==> src/hdl/bp_macros.svh <==
`ifndef BP_MACROS_SVH
`define BP_MACROS_SVH

//////////////////////////////
// Word size
//////////////////////////////
`define XLEN 32

//////////////////////////////
// Target buffer geometry
//////////////////////////////
// Index from PC[5:2], tag from PC[15:6]
`define BTB_SIZE 16
`define BTB_IDX_LEN 4
`define BTB_TAG_LEN 10

// Direction counters indexed by PC[6:2]
`define BHT_SIZE 32
`define BHT_IDX_LEN 5

// First fetch address out of reset
`define RESET_PC 32'h0000_1000

`endif

==> src/hdl/bp_pkg.sv <==
`include "bp_macros.svh"

package bp_pkg;

   //////////////////////////////
   // Direction counter
   //////////////////////////////

   // Ordered so that taken is the upper half
   typedef enum logic [1:0] {
      STRONG_NT = 2'b00,
      WEAK_NT   = 2'b01,
      WEAK_T    = 2'b10,
      STRONG_T  = 2'b11
   } counter_state_t;

   //////////////////////////////
   // Front end buses
   //////////////////////////////

   // Guess for the current fetch PC
   typedef struct packed {
      logic             hit;
      logic             taken;
      logic [`XLEN-1:0] target;
   } prediction_t;

   // Branch outcome from execute
   typedef struct packed {
      logic             valid;
      logic [`XLEN-1:0] pc;
      logic             taken;
      logic [`XLEN-1:0] target;
   } resolve_t;

   // Correction on a mispredict
   typedef struct packed {
      logic             valid;
      logic [`XLEN-1:0] next_pc;
   } redirect_t;

endpackage

==> src/hdl/branch_predictor_top.sv <==
`timescale 1ns/1ns
`include "bp_macros.svh"

module branch_predictor_top
   import bp_pkg::*;
(
   input  logic             clock,
   input  logic             reset,
   input  logic             fetch_en,
   input  resolve_t         resolve,
   input  redirect_t        redirect,
   output logic [`XLEN-1:0] fetch_pc,
   output prediction_t      pred
);

   logic             btb_hit;
   logic [`XLEN-1:0] btb_target;
   logic             dir_taken;
   logic             btb_write;

   // Only taken branches allocate a BTB entry
   assign btb_write = resolve.valid && resolve.taken;

   // Taken needs both a BTB hit and a taken counter
   assign pred = '{hit: btb_hit, taken: btb_hit && dir_taken, target: btb_target};

   fetch_pc_gen u_fetch_pc_gen (
      .clock    (clock),
      .reset    (reset),
      .fetch_en (fetch_en),
      .pred     (pred),
      .redirect (redirect),
      .fetch_pc (fetch_pc)
   );

   btb u_btb (
      .clock        (clock),
      .reset        (reset),
      .read_en      (fetch_en),
      .read_pc      (fetch_pc),
      .write_en     (btb_write),
      .write_pc     (resolve.pc),
      .write_target (resolve.target),
      .hit          (btb_hit),
      .target       (btb_target)
   );

   direction_predictor u_direction_predictor (
      .clock         (clock),
      .reset         (reset),
      .read_pc       (fetch_pc),
      .update        (resolve),
      .predict_taken (dir_taken)
   );

endmodule

==> src/hdl/btb.sv <==
`timescale 1ns/1ns
`include "bp_macros.svh"

module btb (
   input  logic             clock,
   input  logic             reset,
   // Lookup port
   input  logic             read_en,
   input  logic [`XLEN-1:0] read_pc,
   // Update port
   input  logic             write_en,
   input  logic [`XLEN-1:0] write_pc,
   input  logic [`XLEN-1:0] write_target,
   output logic             hit,
   output logic [`XLEN-1:0] target
);

   // Direct mapped storage
   logic [`BTB_SIZE-1:0]    valid;
   logic [`BTB_TAG_LEN-1:0] tags [`BTB_SIZE];
   logic [`XLEN-1:0]        targets [`BTB_SIZE];

   logic [`BTB_IDX_LEN-1:0] read_idx;
   logic [`BTB_TAG_LEN-1:0] read_tag;
   logic [`BTB_IDX_LEN-1:0] write_idx;
   logic [`BTB_TAG_LEN-1:0] write_tag;

   // PC[15:6] is the tag and PC[5:2] the index
   assign {read_tag, read_idx}   = read_pc[`BTB_TAG_LEN+`BTB_IDX_LEN+1:2];
   assign {write_tag, write_idx} = write_pc[`BTB_TAG_LEN+`BTB_IDX_LEN+1:2];

   //////////////////////////////
   // Combinational lookup
   //////////////////////////////
   assign hit    = read_en && valid[read_idx] && (tags[read_idx] == read_tag);
   // Target reads zero on a miss
   assign target = hit ? targets[read_idx] : '0;

   //////////////////////////////
   // Update
   //////////////////////////////
   always_ff @(posedge clock) begin
      if (reset) begin
         valid <= '0;
      end else if (write_en) begin
         valid[write_idx] <= 1'b1;
      end
   end

   // Old contents stay visible to a same-cycle read
   always_ff @(posedge clock) begin
      if (write_en) begin
         tags[write_idx]    <= write_tag;
         targets[write_idx] <= write_target;
      end
   end

endmodule

==> src/hdl/direction_predictor.sv <==
`timescale 1ns/1ns
`include "bp_macros.svh"

module direction_predictor
   import bp_pkg::*;
(
   input  logic             clock,
   input  logic             reset,
   input  logic [`XLEN-1:0] read_pc,
   input  resolve_t         update,
   output logic             predict_taken
);

   counter_state_t counters [`BHT_SIZE];

   logic [`BHT_IDX_LEN-1:0] read_idx;
   logic [`BHT_IDX_LEN-1:0] update_idx;
   counter_state_t          read_state;
   counter_state_t          cur_state;
   counter_state_t          next_state;

   // Both sides indexed by PC[6:2]
   assign read_idx   = read_pc[`BHT_IDX_LEN+1:2];
   assign update_idx = update.pc[`BHT_IDX_LEN+1:2];

   //////////////////////////////
   // Prediction
   //////////////////////////////
   assign read_state    = counters[read_idx];
   assign predict_taken = (read_state == WEAK_T) || (read_state == STRONG_T);

   //////////////////////////////
   // Training
   //////////////////////////////
   assign cur_state = counters[update_idx];

   // One step toward the outcome, saturating at both ends
   always_comb begin
      next_state = cur_state;
      case (cur_state)
         STRONG_NT: next_state = update.taken ? WEAK_NT  : STRONG_NT;
         WEAK_NT:   next_state = update.taken ? WEAK_T   : STRONG_NT;
         WEAK_T:    next_state = update.taken ? STRONG_T : WEAK_NT;
         STRONG_T:  next_state = update.taken ? STRONG_T : WEAK_T;
         default:   next_state = WEAK_NT;
      endcase
   end

   always_ff @(posedge clock) begin
      if (reset) begin
         // Start every entry weakly not taken
         for (int i = 0; i < `BHT_SIZE; i++) begin
            counters[i] <= WEAK_NT;
         end
      end else if (update.valid) begin
         counters[update_idx] <= next_state;
      end
   end

endmodule

==> src/hdl/fetch_pc_gen.sv <==
`timescale 1ns/1ns
`include "bp_macros.svh"

module fetch_pc_gen
   import bp_pkg::*;
(
   input  logic             clock,
   input  logic             reset,
   input  logic             fetch_en,
   input  prediction_t      pred,
   input  redirect_t        redirect,
   output logic [`XLEN-1:0] fetch_pc
);

   logic [`XLEN-1:0] seq_pc;
   logic [`XLEN-1:0] next_pc;

   // Next sequential word
   assign seq_pc = fetch_pc + `XLEN'(4);

   //////////////////////////////
   // Next PC select
   //////////////////////////////

   // Redirect beats prediction, prediction beats sequential
   always_comb begin
      if (redirect.valid) begin
         next_pc = redirect.next_pc;
      end else if (fetch_en && pred.taken) begin
         next_pc = pred.target;
      end else if (fetch_en) begin
         next_pc = seq_pc;
      end else begin
         // Stalled fetch holds its PC
         next_pc = fetch_pc;
      end
   end

   //////////////////////////////
   // PC register
   //////////////////////////////
   always_ff @(posedge clock) begin
      if (reset) begin
         fetch_pc <= `RESET_PC;
      end else begin
         fetch_pc <= next_pc;
      end
   end

endmodule

==> config.mk <==
export PLATFORM = sky130hd
export DESIGN_NAME = branch_predictor_top
export DESIGN_NICKNAME = d
export VERILOG_FILES = /design/src/hdl/bp_pkg.sv /design/src/hdl/branch_predictor_top.sv /design/src/hdl/btb.sv /design/src/hdl/direction_predictor.sv /design/src/hdl/fetch_pc_gen.sv
export VERILOG_INCLUDE_DIRS = /design/src /design/src/hdl
export SDC_FILE = /design/constraint.sdc
export NUM_CORES = 1
export LEC_CHECK = 0
export ABC_AREA = 1
export BUFFER_PORTS_ARGS = -buffer_cell sky130_fd_sc_hd__buf_2
export CORE_MARGIN = 1
export CORE_UTILIZATION = 28
export DETAILED_ROUTE_END_ITERATION = 6
export GPL_ROUTABILITY_DRIVEN = 0
export PLACE_DENSITY_LB_ADDON = 0.1
export REMOVE_ABC_BUFFERS = 1
export SLEW_MARGIN = 25
export SYNTH_ARGS = -nofsm -noshare
export SYNTH_HDL_FRONTEND = slang
export SYNTH_HIERARCHICAL = 1
export SYNTH_SLANG_ARGS = --single-unit
==> constraint.sdc <==
create_clock -name clock -period 4.6 [get_ports clock]
set_clock_uncertainty 0.1 [all_clocks]
set_input_delay 0.69 -clock clock [delete_from_list [all_inputs] [get_ports clock]]
set_output_delay 0.69 -clock clock [all_outputs]
set_load 0.02 [all_outputs]
==> results.py <==
metrics = {
    "setup_path": {
        "path_cells": "inv_8, nand3_1, nand3_1, nand3_1, nand3_1, nand2_1, nor2_1, nand2_1, nor2_1, nand2_2, buf_4, nor2_2, buf_2",
        "crit-reg2reg-capture": "u_fetch_pc_gen/fetch_pc[10]",
        "required_ns": 3.81,
        "cpMaxStageDelayCell": "nor2_2",
        "rr_worst_depth": 17,
        "r2r_slack_ns": 0.93,
        "cp_common_cell": "nand3_1",
        "slowest_delay_ns": 0.47,
        "cp.arrival_ns": 3.77,
        "critPathKind": "flop to output pin",
        "endpoint_kind": "output pin",
        "critPathLaunchType": "flop",
        "r2r-start": "u_fetch_pc_gen/fetch_pc[2]",
        "path_max_fanout": 69,
    },
    "power_and_ir_drop": {
        "p_seq_share_pct": 48.7,
        "swShare_pct": 23.9,
        "switching_power_mw": 3.92,
        "total_power_mw": 16.4,
        "p_per_area_mw_per_mm2": 414,
        "p_int_mw": 12.5,
        "clkPwrFrac_pct": 43.0,
        "peakVddDrop_mv": 0.236,
        "p_leak_nw": 14.2,
        "p_comb_share_pct": 8.3,
    },
    "synth": {
        "synth_ff_type": "edfxtp_1",
        "synth_top_area_cell": "edfxtp_1",
        "synth.most_common_cell": "nand2_1",
        "yosys_warnings": 6,
        "synth_seq_cells": 784,
        "synth_edf_count": 736,
        "synthTopCellsByCount": "nand2_1, edfxtp_1, nor2_1",
        "synth_cells": 3088,
        "synthTopCellsByArea": "edfxtp_1, nand2_1, a21oi_1, nor2_1, a221oi_1",
        "syn_area_mm2": 0.0339,
        "netlist-cell-type-count": 41,
        "seq_area_frac_synth_pct": 68.0,
        "avgSynthCellArea_um2": 11.0,
        "synthArstFlopShare_pct": 0,
        "yosysTopAreaCellShare_pct": 65.2,
    },
    "clocking": {
        "cts_hold_buffers": 0,
        "cts_root_buf": "clkbuf_16",
        "clock_path_buffers": 3,
        "clkLatencyLatePin_ns": 0.66,
        "h-tree-depth": 3,
        "cts.sinks": 784,
        "path_clk_slew_ns": 0.06,
        "cts_tree": "yes",
        "numCtsBuffers": 90,
    },
    "sta": {
        "final-setup-viol-count": 0,
        "period_share_pct": 99.1,
        "hold_ws_ns": 0.168,
        "hold_violations": 0,
        "maxSlewHeadroom_pct": 35.2,
        "fin_tns_setup_ns": 0,
        "fin_ws_ns": 0.0412,
        "finalCriticalPeriod_ns": 4.56,
        "final-max-slew-violation-count": 0,
        "worstMarginPinSlew_ns": 0.963,
        "rsz0062_at_grt": "yes",
        "fmax_ghz": 0.219,
    },
    "finish": {
        "final_area_mm2": 0.0396,
        "drive_gt1_share_pct": 14.0,
        "nets": 3333,
        "fillers": 12000,
        "finalNonFillerCells": 4918,
        "final_core_util_pct": 33.0,
        "area_growth_pct": 16.8,
    },
    "outcome": {
        "status": "finished clean",
    },
    "place": {
        "dp_hpwl_um": 67100,
        "placedInstanceArea_mm2": 0.0365,
        "pre_cts_ws_ns": 0.447,
        "portBuffers": 149,
        "dpl.cell_count": 4744,
    },
    "floorplan": {
        "start_util_pct": 28.3,
        "rows": 127,
        "die_area_mm2": 0.122,
        "dieWidth_um": 350,
        "fp.dieH_um": 350,
        "io_pins": 168,
        "fp.coreArea_mm2": 0.120,
    },
    "worst_hold_path": {
        "hold_path_depth": 3,
        "min_from": "redirect[12]",
        "hold_path_class": "input port to flop",
        "holdPathEnd": "u_fetch_pc_gen/fetch_pc[12]",
    },
    "drt": {
        "route.detailed.drc": 0,
        "ant_nets": 0,
        "num_vias": 24300,
        "vias_per_cell": 4.95,
        "drt_wl_total_um": 118000,
        "drt_iter0_markers": 1738,
        "wl_per_cell_um": 24.0,
        "drtPass1Iterations": 5,
    },
    "flow_run": {
        "drv_cap": 0,
    },
    "grt": {
        "overflow": 0,
        "grt_pass1_wl_um": 167000,
        "grt_pass1_vias": 23900,
        "grt_max_degree": 113,
        "grtUsageTotal_pct": 19.0,
        "antenna_found_initial": 12,
    },
}
==> power by group through the flow <==
stage / logic, mW / registers, mW / clock network, mW
after floorplan: 0.691 / 8.19 / 0
after global placement: 1.33 / 8.12 / 0
after detailed placement: 1.34 / 8.12 / 0
after CTS: 1.37 / 7.97 / 7.23
after global routing: 1.50 / 7.98 / 7.48
final: 1.36 / 7.98 / 7.04
==> routing by layer <==
| layer | routed length (um) | GRT usage [%] | vias up |
|---|---|---|---|
| met1 | 53600 | 26.1 | 12300 |
| met2 | 53800 | 30.0 | 702 |
| met4 | 2490 | 5.27 | 16 |
| li1 | - | - | 11200 |
| met3 | 7990 | 4.27 | 163 |
| met5 | 100 | 0 | - |
==> layout by cell type (no fill, tap or decap), types with 12 or more instances in the layout <==
cell type  count
nor3_1        15
nor2_2        46
clkbuf_16     93
nor2_1       293
o21ai_1       20
clkbuf_1      22
a21oi_1      265
dfxtp_1       44
buf_2        149
o31ai_1       27
a22oi_1       22
inv_1        165
clkinv_1      21
o21ai_0       49
clkinv_2      14
nand3_1      158
buf_4         67
o211ai_1      15
nand2_1      834
a31oi_1       12
a221oi_1     116
edfxtp_1     736
nor2_4        25
==> area by class of cell <==
| cell class | instances | area [um2] | share of cell area [%] |
|---|---|---|---|
| Inverter | 173 | 687 | 1.74 |
| Timing Repair Buffer | 233 | 1570 | 3.97 |
| Tap cell | 1612 | 2020 | 5.10 |
| Sequential cell | 784 | 23100 | 58.3 |
| Clock inverter | 48 | 464 | 1.17 |
| Clock buffer | 116 | 2410 | 6.09 |
| Timing Repair inverter | 1 | 16.3 | 0.0411 |
| Multi-Input combinational cell | 1947 | 9330 | 23.6 |
| Antenna cell | 4 | 10.0 | 0.0253 |
==> kinds of logic (layout without fill, tap and decap cells) <==
| family | count (synthesis) | after routing | synth area share (%) |
|---|---|---|---|
| AND/OR/NAND/NOR | 1393 | 1393 | 16.8 |
| flip-flops | 784 | 784 | 68.0 |
| AO/OA/AOI/OAI | 550 | 550 | 10.2 |
| buffers and inverters | 357 | 571 | 4.84 |
| XOR/XNOR | 3 | 3 | 0.0775 |
| adder cells (fa/ha/maj) | 1 | 1 | 0.0369 |
| other | 0 | 4 | 0 |
==> registers in the layout (all words and copies together), names as in the netlist <==
register and count:
u_fetch_pc_gen/fetch_pc 32, u_direction_predictor/counters 64, u_btb/tags 160, u_btb/targets 512
u_btb/valid 16
==> worst max-delay path: cells and delay by family (launching register included) <==
family                 cells  cell delay, ns
and+or+nand+nor           10            1.61
buffers and inverters      3            0.99
DFF                        1            0.40
==> repair_timing <==
action | CTS | global route
gates resized for setup | 6 | 4
endpoints found under the setup margin | 16 | 15
endpoints found under the hold margin | 0 | 0
cloned | 1 | 1
buffers inserted | 4 | 0
==> worst max path at each step <==
stage                               start                          end  slack, ns  cells after the start
2_1_floorplan  u_fetch_pc_gen/fetch_pc[2]  u_fetch_pc_gen/fetch_pc[12]      -9.59                     21
3_3_place_gp   u_fetch_pc_gen/fetch_pc[2]                      pred[3]       0.43                     14
3_5_place_dp   u_fetch_pc_gen/fetch_pc[2]                      pred[3]       0.45                     14
4_1_cts        u_fetch_pc_gen/fetch_pc[3]                     pred[19]      -0.05                     13
5_1_grt        u_fetch_pc_gen/fetch_pc[2]                     pred[19]      -0.14                     16
6_report       u_fetch_pc_gen/fetch_pc[3]                     pred[18]       0.04                     13
Note: power is estimated with default switching activity, not from simulation.
